## src/verilog/pcs_block_pkg.sv

```systemverilog
package pcs_block_pkg;

        // ==================================================
        // 64b/66b block format
        // ==================================================

        localparam int SH_WIDTH      = 2;
        localparam int PAYLOAD_WIDTH = 64;
        localparam int BLOCK_WIDTH   = SH_WIDTH + PAYLOAD_WIDTH;

        // Only these two header values are legal. 00 and 11 are errors.
        localparam logic [SH_WIDTH-1:0] SH_DATA = 2'b01;
        localparam logic [SH_WIDTH-1:0] SH_CTRL = 2'b10;

        // Self-synchronizing scrambler polynomial x^58 + x^39 + 1.
        localparam int SCR_LEN = 58;
        localparam int SCR_TAP = 39;

        // ==================================================
        // Payload views
        // ==================================================

        // The same 64-bit word is read as eight data bytes or, for a
        // control block, as a type byte in the low octet plus the body.
        typedef union packed {
                logic [7:0][7:0] data;
                struct packed {
                        logic [55:0] body;
                        logic [7:0]  block_type;
                } ctrl;
        } block_payload_t;

endpackage

```

## src/verilog/pcs_monitor_pkg.sv

```systemverilog
package pcs_monitor_pkg;

        // ==================================================
        // Block lock policy
        // ==================================================

        localparam int LOCK_GOOD_COUNT  = 64;
        localparam int UNLOCK_WINDOW    = 64;
        localparam int UNLOCK_BAD_LIMIT = 16;

        // ==================================================
        // BER monitor policy
        // ==================================================

        // The window is counted in blocks, not in the 125 us timer.
        localparam int BER_WINDOW_BLOCKS = 128;
        localparam int HI_BER_THRESHOLD  = 8;

        // Each counter is wide enough to hold its full count.
        localparam int LOCK_CNT_WIDTH   = $clog2(LOCK_GOOD_COUNT + 1);
        localparam int UNLOCK_WIN_WIDTH = $clog2(UNLOCK_WINDOW + 1);
        localparam int UNLOCK_BAD_WIDTH = $clog2(UNLOCK_BAD_LIMIT + 1);
        localparam int BER_WIN_WIDTH    = $clog2(BER_WINDOW_BLOCKS + 1);
        localparam int BER_CNT_WIDTH    = $clog2(HI_BER_THRESHOLD + 1);

        // One-hot encoding of the BER monitor states.
        localparam logic [2:0] BER_INIT = 3'b001;
        localparam logic [2:0] BER_TEST = 3'b010;
        localparam logic [2:0] BER_HI   = 3'b100;

endpackage

```

## src/verilog/pcs_block_if.sv

```systemverilog
interface pcs_block_if
        import pcs_block_pkg::*;
();

        // Each block comes with one strobe and a header that is already checked.
        logic                     valid;
        logic [SH_WIDTH-1:0]      sh;
        logic [PAYLOAD_WIDTH-1:0] payload;
        logic                     sh_ok;
        logic                     locked;

        modport src
        (
                output valid,
                output sh,
                output payload,
                output sh_ok,
                output locked
        );

        modport snk
        (
                input  valid,
                input  sh,
                input  payload,
                input  sh_ok,
                input  locked
        );

endinterface

```

## src/verilog/ber_monitor.sv

```systemverilog
module ber_monitor
        import pcs_monitor_pkg::*;
(
        input  logic     i_clock,
        input  logic     i_reset,
        pcs_block_if.snk in,
        pcs_block_if.src out,
        output logic     o_hi_ber
);

        logic [2:0]               state;
        logic [2:0]               next_state;
        logic [BER_WIN_WIDTH-1:0] win_cnt;
        logic [BER_CNT_WIDTH-1:0] err_cnt;
        logic [BER_CNT_WIDTH-1:0] err_total;
        logic                     win_done;
        logic                     clear_cnt;

        // Error count including the block on the input this cycle. It stops
        // at the threshold, which is all the state machine needs to know.
        always_comb
        begin
                err_total = err_cnt;
                if (in.valid && !in.sh_ok && err_cnt != BER_CNT_WIDTH'(HI_BER_THRESHOLD))
                        err_total = err_cnt + 1'b1;
        end

        assign win_done = in.valid && (win_cnt == BER_WIN_WIDTH'(BER_WINDOW_BLOCKS - 1));

        // ==================================================
        // BER state machine
        // ==================================================

        always_comb
        begin
                next_state = state;
                clear_cnt  = 1'b0;
                case (state)
                        BER_INIT:
                        begin
                                next_state = BER_TEST;
                                clear_cnt  = 1'b1;
                        end
                        BER_TEST:
                        begin
                                if (err_total >= BER_CNT_WIDTH'(HI_BER_THRESHOLD))
                                        next_state = BER_HI;
                        end
                        BER_HI:
                        begin
                                // Leave only after a window that stayed below threshold.
                                if (win_done && err_total < BER_CNT_WIDTH'(HI_BER_THRESHOLD))
                                        next_state = BER_TEST;
                        end
                        default:
                        begin
                                next_state = BER_INIT;
                        end
                endcase
        end

        always_ff @(posedge i_clock)
        begin
                if (i_reset || !in.locked)
                begin
                        state    <= BER_INIT;
                        o_hi_ber <= 1'b0;
                end
                else
                begin
                        state    <= next_state;
                        o_hi_ber <= (next_state == BER_HI);
                end
        end

        always_ff @(posedge i_clock)
        begin
                if (i_reset || !in.locked || clear_cnt || win_done)
                begin
                        win_cnt <= '0;
                        err_cnt <= '0;
                end
                else if (in.valid)
                begin
                        win_cnt <= win_cnt + 1'b1;
                        err_cnt <= err_total;
                end
        end

        // ==================================================
        // Stream register
        // ==================================================

        always_ff @(posedge i_clock)
        begin
                if (i_reset)
                begin
                        out.valid  <= 1'b0;
                        out.locked <= 1'b0;
                end
                else
                begin
                        out.valid  <= in.valid;
                        out.locked <= in.locked;
                end
        end

        always_ff @(posedge i_clock)
        begin
                if (in.valid)
                begin
                        out.sh      <= in.sh;
                        out.payload <= in.payload;
                        out.sh_ok   <= in.sh_ok;
                end
        end

endmodule

```

## src/verilog/block_lock.sv

```systemverilog
module block_lock
        import pcs_block_pkg::*;
        import pcs_monitor_pkg::*;
(
        input  logic                   i_clock,
        input  logic                   i_reset,
        input  logic                   i_valid,
        input  logic [BLOCK_WIDTH-1:0] i_block,
        output logic                   o_slip,
        pcs_block_if.src               out
);

        logic [SH_WIDTH-1:0]         sh;
        logic                        sh_ok;
        logic                        locked;
        logic [LOCK_CNT_WIDTH-1:0]   good_cnt;
        logic [UNLOCK_WIN_WIDTH-1:0] win_cnt;
        logic [UNLOCK_BAD_WIDTH-1:0] bad_cnt;

        assign sh    = i_block[BLOCK_WIDTH-1 -: SH_WIDTH];
        assign sh_ok = (sh == SH_DATA) || (sh == SH_CTRL);

        // ==================================================
        // Lock state machine
        // ==================================================

        // Unlocked, it waits for a run of good headers and asks the gearbox
        // to slip on every bad one. Locked, it judges each window of blocks.
        always_ff @(posedge i_clock)
        begin
                if (i_reset)
                begin
                        locked   <= 1'b0;
                        good_cnt <= '0;
                        win_cnt  <= '0;
                        bad_cnt  <= '0;
                        o_slip   <= 1'b0;
                end
                else
                begin
                        o_slip <= 1'b0;
                        if (i_valid && !locked)
                        begin
                                if (!sh_ok)
                                begin
                                        good_cnt <= '0;
                                        o_slip   <= 1'b1;
                                end
                                else if (good_cnt == LOCK_CNT_WIDTH'(LOCK_GOOD_COUNT - 1))
                                begin
                                        locked   <= 1'b1;
                                        good_cnt <= '0;
                                end
                                else
                                begin
                                        good_cnt <= good_cnt + 1'b1;
                                end
                        end
                        else if (i_valid)
                        begin
                                // Too many bad headers in this window.
                                if (!sh_ok &&
                                    bad_cnt == UNLOCK_BAD_WIDTH'(UNLOCK_BAD_LIMIT - 1))
                                begin
                                        locked  <= 1'b0;
                                        win_cnt <= '0;
                                        bad_cnt <= '0;
                                end
                                else if (win_cnt == UNLOCK_WIN_WIDTH'(UNLOCK_WINDOW - 1))
                                begin
                                        win_cnt <= '0;
                                        bad_cnt <= '0;
                                end
                                else
                                begin
                                        win_cnt <= win_cnt + 1'b1;
                                        bad_cnt <= bad_cnt + UNLOCK_BAD_WIDTH'(!sh_ok);
                                end
                        end
                end
        end

        // ==================================================
        // Block register
        // ==================================================

        always_ff @(posedge i_clock)
        begin
                if (i_reset)
                        out.valid <= 1'b0;
                else
                        out.valid <= i_valid;
        end

        always_ff @(posedge i_clock)
        begin
                if (i_valid)
                begin
                        out.sh      <= sh;
                        out.payload <= i_block[PAYLOAD_WIDTH-1:0];
                        out.sh_ok   <= sh_ok;
                end
        end

        // The lock flag leaves straight from its own register.
        assign out.locked = locked;

endmodule

```

## src/verilog/descrambler.sv

```systemverilog
module descrambler
        import pcs_block_pkg::*;
(
        input  logic                     i_clock,
        input  logic                     i_reset,
        pcs_block_if.snk                 in,
        output logic                     o_valid,
        output logic                     o_is_ctrl,
        output logic                     o_sh_error,
        output logic [7:0]               o_block_type,
        output logic [PAYLOAD_WIDTH-1:0] o_data
);

        logic [SCR_LEN-1:0]               scr_state;
        logic [PAYLOAD_WIDTH+SCR_LEN-1:0] ext;
        logic [PAYLOAD_WIDTH-1:0]         plain;
        block_payload_t                   pl;
        logic                             is_ctrl;

        // ==================================================
        // Parallel descrambler
        // ==================================================

        // The received bits are laid out oldest first, with the 58 bits kept
        // from earlier blocks below the new payload. Bit i of the payload
        // then sits at ext[i + 58], and its taps at i + 19 and i.
        always_comb
        begin
                ext = {in.payload, scr_state};
                for (int i = 0; i < PAYLOAD_WIDTH; i++)
                        plain[i] = ext[i + SCR_LEN] ^ ext[i + SCR_LEN - SCR_TAP] ^ ext[i];
        end

        // The state holds the last 58 received scrambled bits.
        always_ff @(posedge i_clock)
        begin
                if (in.valid)
                        scr_state <= ext[PAYLOAD_WIDTH+SCR_LEN-1 -: SCR_LEN];
        end

        assign pl      = plain;
        assign is_ctrl = (in.sh == SH_CTRL);

        // ==================================================
        // Output register
        // ==================================================

        always_ff @(posedge i_clock)
        begin
                if (i_reset)
                        o_valid <= 1'b0;
                else
                        o_valid <= in.valid;
        end

        always_ff @(posedge i_clock)
        begin
                if (in.valid)
                begin
                        o_is_ctrl    <= is_ctrl;
                        o_sh_error   <= !in.sh_ok;
                        o_data       <= pl.data;
                        o_block_type <= is_ctrl ? pl.ctrl.block_type : 8'h00;
                end
        end

endmodule

```

## src/verilog/pcs_rx.sv

```systemverilog
module pcs_rx
        import pcs_block_pkg::*;
(
        input  logic                     i_clock,
        input  logic                     i_reset,
        input  logic                     i_valid,
        input  logic [BLOCK_WIDTH-1:0]   i_block,
        output logic                     o_slip,
        output logic                     o_block_lock,
        output logic                     o_hi_ber,
        output logic                     o_valid,
        output logic                     o_is_ctrl,
        output logic [7:0]               o_block_type,
        output logic [PAYLOAD_WIDTH-1:0] o_data,
        output logic                     o_sh_error
);

        // Stage 1 to stage 2, and stage 2 to stage 3.
        pcs_block_if lock_to_ber ();
        pcs_block_if ber_to_desc ();

        block_lock block_lock_i
        (
                .i_clock (i_clock),
                .i_reset (i_reset),
                .i_valid (i_valid),
                .i_block (i_block),
                .o_slip  (o_slip),
                .out     (lock_to_ber.src)
        );

        // Lock status is taken straight from the stage 1 register.
        assign o_block_lock = lock_to_ber.locked;

        ber_monitor ber_monitor_i
        (
                .i_clock  (i_clock),
                .i_reset  (i_reset),
                .in       (lock_to_ber.snk),
                .out      (ber_to_desc.src),
                .o_hi_ber (o_hi_ber)
        );

        descrambler descrambler_i
        (
                .i_clock      (i_clock),
                .i_reset      (i_reset),
                .in           (ber_to_desc.snk),
                .o_valid      (o_valid),
                .o_is_ctrl    (o_is_ctrl),
                .o_sh_error   (o_sh_error),
                .o_block_type (o_block_type),
                .o_data       (o_data)
        );

endmodule
```

## config.mk

```make
export PLATFORM = sky130hd
export DESIGN_NAME = pcs_rx
export DESIGN_NICKNAME = d
export VERILOG_FILES = /design/src/verilog/pcs_block_pkg.sv /design/src/verilog/pcs_monitor_pkg.sv /design/src/verilog/pcs_block_if.sv /design/src/verilog/ber_monitor.sv /design/src/verilog/block_lock.sv /design/src/verilog/descrambler.sv /design/src/verilog/pcs_rx.sv
export SDC_FILE = /design/constraint.sdc
export NUM_CORES = 1
export LEC_CHECK = 0
export BUFFER_PORTS_ARGS = -buffer_cell sky130_fd_sc_hd__buf_2
export CAP_MARGIN = 20
export CORE_ASPECT_RATIO = 1.75
export CORE_MARGIN = 1.5
export CORE_UTILIZATION = 25
export CTS_CLUSTER_DIAMETER = 30
export DETAILED_ROUTE_END_ITERATION = 10
export MAX_ROUTING_LAYER = met4
export PLACE_DENSITY = 0.45
export SLEW_MARGIN = 20
export SYNTH_ARGS = -nofsm -noshare
export SYNTH_HDL_FRONTEND = slang
export SYNTH_HIERARCHICAL = 1
export SYNTH_SLANG_ARGS = --single-unit
export TNS_END_PERCENT = 10
```

## constraint.sdc

```tcl
create_clock -name i_clock -period 4.9 [get_ports i_clock]
set_clock_uncertainty 0.1 [all_clocks]
set_input_delay 1.225 -clock i_clock [delete_from_list [all_inputs] [get_ports i_clock]]
set_output_delay 1.225 -clock i_clock [all_outputs]
set_load 0.005 [all_outputs]
```

==> flow_summary.yaml, run 1 <==
placed_design:
  hpwl_mm: 15.5
  placed_area_um2: 12600
  pre_cts_ws_ns: 1.80
  io_buffers: 146
  gp_congestion: 0.727
power_and_ir_drop:
  max-vdd-ir-drop_mv: 0.264
  power.leakage_nw: 5.07
  pwr_density_cell_nw_per_um2: 486
routing:
  dr.max_layer_used: "met4"
  via_per_inst: 3.83
  dr.pass1.iters: 4
  ant_nets: 0
  dr_wl_met3_mm: 1.20
  vias: 5439
  m1WireLength_mm: 8.71
  drt_iter0_drc: 302
  routed_wl_mm: 22.8
  wl_met2_mm: 12.3
  wl_per_cell_um: 16.1
  remaining_drc_errors: 0
clock_tree:
  postCtsHoldBufs: 0
  cts_setup_buffers: 0
  cts.sinks: 306
  post_cts_resized: 0
  worstSkewPairLatency_ns: 0.55
  htreeDepth: 2
  root_buffer: "clkbuf_16"
  cts_max_path_buffers: 3
  tritoncts: "done"
  cts_buffers: 51
  clk_pin_slew_ns: 0.06
global_routing:
  grt_pass1_vias: 5749
  grt_overflow: 0
  grt_max_degree: 53
  grt_pass1_wl_mm: 33.7
  antenna_found_initial: 0
  track_usage: 0.103
critical_path:
  critPathMaxStageDelay_ns: 0.49
  path_max_fanout: 8
  reg2reg_slack_ns: 2.82
  startpoint_type: "flip-flop"
  worstPathRequired_ns: 3.58
  critPathBufInv: 1
  crit_type: "reg -> out"
  endpoint_kind: "output pin"
  path_delay_family: "flip-flops"
  rr_startpoint: "block_lock_i/out.valid"
  crit_arrival_ns: 1.21
  crit_slowest_cell: "dfxtp_1"
  path_cells: "buf_2"
  r2r_end: "ber_monitor_i/err_cnt[2]"
  reg2reg_depth: 5
finish:
  utilization: 0.326
  nets: 885
  nFillCells: 4331
  fin_area_um2: 14400
  final_layout_size_suffix_gt1_frac: 0.297
  multi_input_area_um2: 2230
  diodes: 0
  regArea_um2: 8800
  area_growth_pct: 29.3
yosys:
  syn_area_um2: 11100
  synth_warnings: 6
  synth_cells: 611
  syn_avg_cell_area_um2: 18.2
  syn_nets: 687
floorplan:
  rows: 102
  start_util: 0.252
  ios: 147
  coreArea_um2: 44000
  dieArea_um2: 45800
  die_h_um: 282
  die_w_um: 162
timing:
  setup_ws_ns: 2.37
  fin_setup_tns_ns: 0
  fmax_mhz: 395
  hold_viol: 0
  setup_violations: 0
  fin_crit_ns: 2.53
  slew_headroom: 0.501
  period_share: 0.517
  worst_pin_slew_ns: 0.749
  drv_slew: 0
  rsz0062_at_grt: "false"
hold_path:
  min_path_type: "reg -> reg"
  whs_endpoint: "ber_monitor_i/out.payload[54]"
  worstHoldStart: "block_lock_i/out.payload[54]"
  hold-path-cell-count: 0
outcome:
  status: "finished, final reports clean"
flow_run:
  maxCapViolCount: 0
==> cells in the final DEF (no fill, tap or decap), drive strengths merged, types with 8 or more instances in the layout <==
cell / n
edfxtp: 266
clkinv: 14
nand3: 8
nand2: 28
inv: 32
xnor3: 8
xnor2: 119
xor2: 11
dfxtp: 40
nor2: 34
buf: 150
clkbuf: 53
a21oi: 11
==> per-layer routing <==
| metal | vias up | GRT usage |
|---|---|---|
| met5 | - | - |
| met2 | 146 | 0.185 |
| li1 | 2644 | - |
| met1 | 2601 | 0.107 |
| met3 | 48 | 0.0237 |
| met4 | 0 | 0.0456 |
==> registers in the layout, indices dropped and copies added, names as in the netlist <==
name,count
descrambler_i/scr_state,58
ber_monitor_i/out.sh,2
block_lock_i/bad_cnt,5
block_lock_i/out.sh,2
ber_monitor_i/win_cnt,8
block_lock_i/out.payload,64
ber_monitor_i/out.payload,64
ber_monitor_i/out.valid,1
ber_monitor_i/state,3
descrambler_i/o_sh_error,1
block_lock_i/o_slip,1
block_lock_i/out.locked,1
descrambler_i/o_valid,1
block_lock_i/out.sh_ok,1
ber_monitor_i/err_cnt,4
block_lock_i/win_cnt,7
block_lock_i/good_cnt,7
descrambler_i/o_block_type,8
block_lock_i/out.valid,1
ber_monitor_i/out.sh_ok,1
descrambler_i/o_data,64
ber_monitor_i/o_hi_ber,1
descrambler_i/o_is_ctrl,1
==> per-stage QoR <==
stage / cells / total power [mW] / hold slack (ns)
4_1_cts: 1420 / 7.11 / 0.311
3_5_place_dp: 1328 / 3.35 / 0.305
5_1_grt: 1420 / 7.25 / 0.315
3_3_place_gp: 1328 / 3.35 / 0.300
6_report: 1420 / 6.98 / 0.313
2_1_floorplan: 611 / 3.22 / 0.300
==> power breakdown <==
group	total, mW	switching (mW)	leakage (nW)	internal (mW)
logic	0.220	0.111	1.38	0.110
registers	3.07	0.0751	2.82	2.99
clock network	3.70	1.34	0.879	2.36
total	6.98	1.53	5.07	5.46
==> how the worst max path moves through the flow <==
stage	from	endpoint	slack (ns)	depth (start not counted)
floorplan	ber_monitor_i/out.valid	descrambler_i/o_block_type[0]	1.12	0
global placement	i_valid	block_lock_i/win_cnt[5]	1.83	5
detailed placement	i_valid	block_lock_i/bad_cnt[3]	1.80	5
CTS	block_lock_i/out.locked	o_block_lock	2.32	1
global route	i_valid	block_lock_i/win_cnt[5]	2.27	5
finish	block_lock_i/out.locked	o_block_lock	2.37	1
==> cell type report <==
cell class | instances | share of cell area
multi-input cells | 284 | 0.155
clock inverters | 39 | 0.0345
inverters | 16 | 0.00418
clock buffers | 53 | 0.0908
well taps | 572 | 0.0498
flip-flops and latches | 306 | 0.612
repair buffers | 150 | 0.0531
Note: power is estimated with default switching activity, not from simulation.
==> run 2: changes to the inputs <==
--- a/config.mk
+++ b/config.mk
@@ -5,6 +5,7 @@
 export SDC_FILE = /design/constraint.sdc
 export NUM_CORES = 1
 export LEC_CHECK = 0
+export ABC_AREA = 1
 export BUFFER_PORTS_ARGS = -buffer_cell sky130_fd_sc_hd__buf_2
 export CAP_MARGIN = 20
 export CORE_ASPECT_RATIO = 1.75
==> constraint.sdc (replaced) <==
create_clock -name i_clock -period 2.65 [get_ports i_clock]
set_clock_uncertainty 0.1 [all_clocks]
set_input_delay 0.6625 -clock i_clock [delete_from_list [all_inputs] [get_ports i_clock]]
set_output_delay 0.6625 -clock i_clock [all_outputs]
set_load 0.005 [all_outputs]
==> run 2 against run 1 <==
Compared with the run above: largest power group unchanged; highest routed layer unchanged; critical path depth is the same; power is 90% higher; area after synthesis grew 6.1%; synthesized cell count is 53% higher; critical endpoint unchanged; count of clock-buffer cells in the layout increased by 12; sequential power is 86% higher; register-to-register slack got worse by 1.8 ns.
==> flow_summary.yaml, run 2 <==
outcome:
  status: "finished, final reports clean"
critical_path:
  reg2reg_slack_ns: 1.00
  reg2reg_depth: 5
  crit_end: "o_block_lock"
  path_cells: "buf_2"
  path_max_fanout: 5
  critPathBufInv: 1
  crit_type: "reg -> out"
  crit_arrival_ns: 1.20
  critPathMaxStageDelay_ns: 0.47
  cp-startpoint: "block_lock_i/out.locked"
  crit_slowest_cell: "dfxtp_1"
  rr_startpoint: "block_lock_i/out.valid"
  worstPathRequired_ns: 1.89
  path_delay_family: "flip-flops"
  endpoint_kind: "output pin"
  crit_cells: 1
  startpoint_type: "flip-flop"
  r2r_end: "ber_monitor_i/err_cnt[0]"
clock_tree:
  cts_setup_buffers: 0
  cts_buffers: 54
  tritoncts: "done"
  worstSkewPairLatency_ns: 0.56
  post_cts_resized: 0
  cts_max_path_buffers: 3
  postCtsHoldBufs: 0
  clk_pin_slew_ns: 0.06
  root_buffer: "clkbuf_16"
  cts.sinks: 306
  htreeDepth: 2
global_routing:
  track_usage: 0.108
  grt_pass1_wl_mm: 38.2
  grt_overflow: 0
  grt_max_degree: 62
  grt_pass1_vias: 6926
  antenna_found_initial: 2
finish:
  largestRegisters: "ber_monitor_i/out.payload: 64 flops, block_lock_i/out.payload: 64 flops, descrambler_i/o_data: 64 flops"
  final_layout_size_suffix_gt1_frac: 0.250
  area_growth_pct: 29.0
  layout_common_cells: "edfxtp_1 (266), nand2_1 (254), inv_1 (157)"
  final_common_cell: "edfxtp_1"
  nets: 1214
  utilization: 0.325
  layoutNonFillerInstCount: 1774
timing:
  period_share: 0.739
  rsz0062_at_grt: "false"
  slew_headroom: 0.542
  drv_slew: 0
  worst_pin_slew_ns: 0.686
  setup_violations: 0
  fin_crit_ns: 1.96
  fmax_mhz: 510
  hold_viol: 0
routing:
  drt_iter0_drc: 297
  vias: 6805
  routed_wl_mm: 24.9
  wl_per_cell_um: 14.0
  via_per_inst: 3.84
  remaining_drc_errors: 0
  ant_nets: 0
  dr.pass1.iters: 4
yosys:
  syn_area_um2: 11800
  syn_nets: 1009
  syn_avg_cell_area_um2: 12.6
  synth_cells: 933
  synth_warnings: 6
power_and_ir_drop:
  max-vdd-ir-drop_mv: 0.437
  power.leakage_nw: 6.22
  pwr_density_cell_nw_per_um2: 871
floorplan:
  coreArea_um2: 46800
  dieArea_um2: 48500
  rows: 105
  ios: 147
  die_w_um: 167
  start_util: 0.252
  die_h_um: 290
placed_design:
  gp_congestion: 0.728
  hpwl_mm: 17.4
  place_inst: 1670
  io_buffers: 146
hold_path:
  min_path_type: "in -> reg"
flow_run:
  maxCapViolCount: 0
## run 2: worst min path at each step
stage                                  from                             to  slack (ns)  depth (start not counted)
2_1_floorplan   block_lock_i/out.payload[0]   ber_monitor_i/out.payload[0]        0.30                          0
3_3_place_gp   block_lock_i/out.payload[33]  ber_monitor_i/out.payload[33]        0.30                          0
3_5_place_dp   block_lock_i/out.payload[16]  ber_monitor_i/out.payload[16]        0.30                          0
4_1_cts                         i_block[21]   block_lock_i/out.payload[21]        0.14                          1
5_1_grt                         i_block[53]   block_lock_i/out.payload[53]        0.15                          1
6_report                        i_block[21]   block_lock_i/out.payload[21]        0.17                          1
## run 2: where the power goes
group          total, mW  switching, mW  internal (mW)
registers           5.70          0.153           5.54
logic              0.522          0.307          0.215
clock network       7.03           2.60           4.43
total               13.3           3.06           10.2
## run 2: routing by layer
metal	GRT usage	up-vias	wire (µm)
met5	-	-	0
met4	0.0563	0	991
met2	0.201	154	13700
met3	0.0203	61	1090
li1	-	3454	-
met1	0.104	3136	9120
## run 2: cell type report
| class | count | area [µm²] |
|---|---|---|
| Inverter | 165 | 619 |
| Multi-Input combinational cell | 460 | 2360 |
| Tap cell | 588 | 736 |
| Clock buffer | 65 | 1500 |
| Fill cell | 4674 | 31600 |
| Timing Repair Buffer | 151 | 821 |
| Clock inverter | 37 | 375 |
| Antenna cell | 2 | 5.00 |
| Sequential cell | 306 | 8800 |
## run 2: through the flow
stage	setup slack, ns	hold slack [ns]	instance area, µm²	TNS, ns	power [mW]
after floorplan	-0.222	0.300	11800	-2.32	6.06
after global placement	0.636	0.302	13300	0	6.33
after detailed placement	0.568	0.305	13300	0	6.35
after CTS	0.644	0.138	15200	0	13.5
after global routing	0.632	0.152	15200	0	13.7
final	0.691	0.175	15200	0	13.3
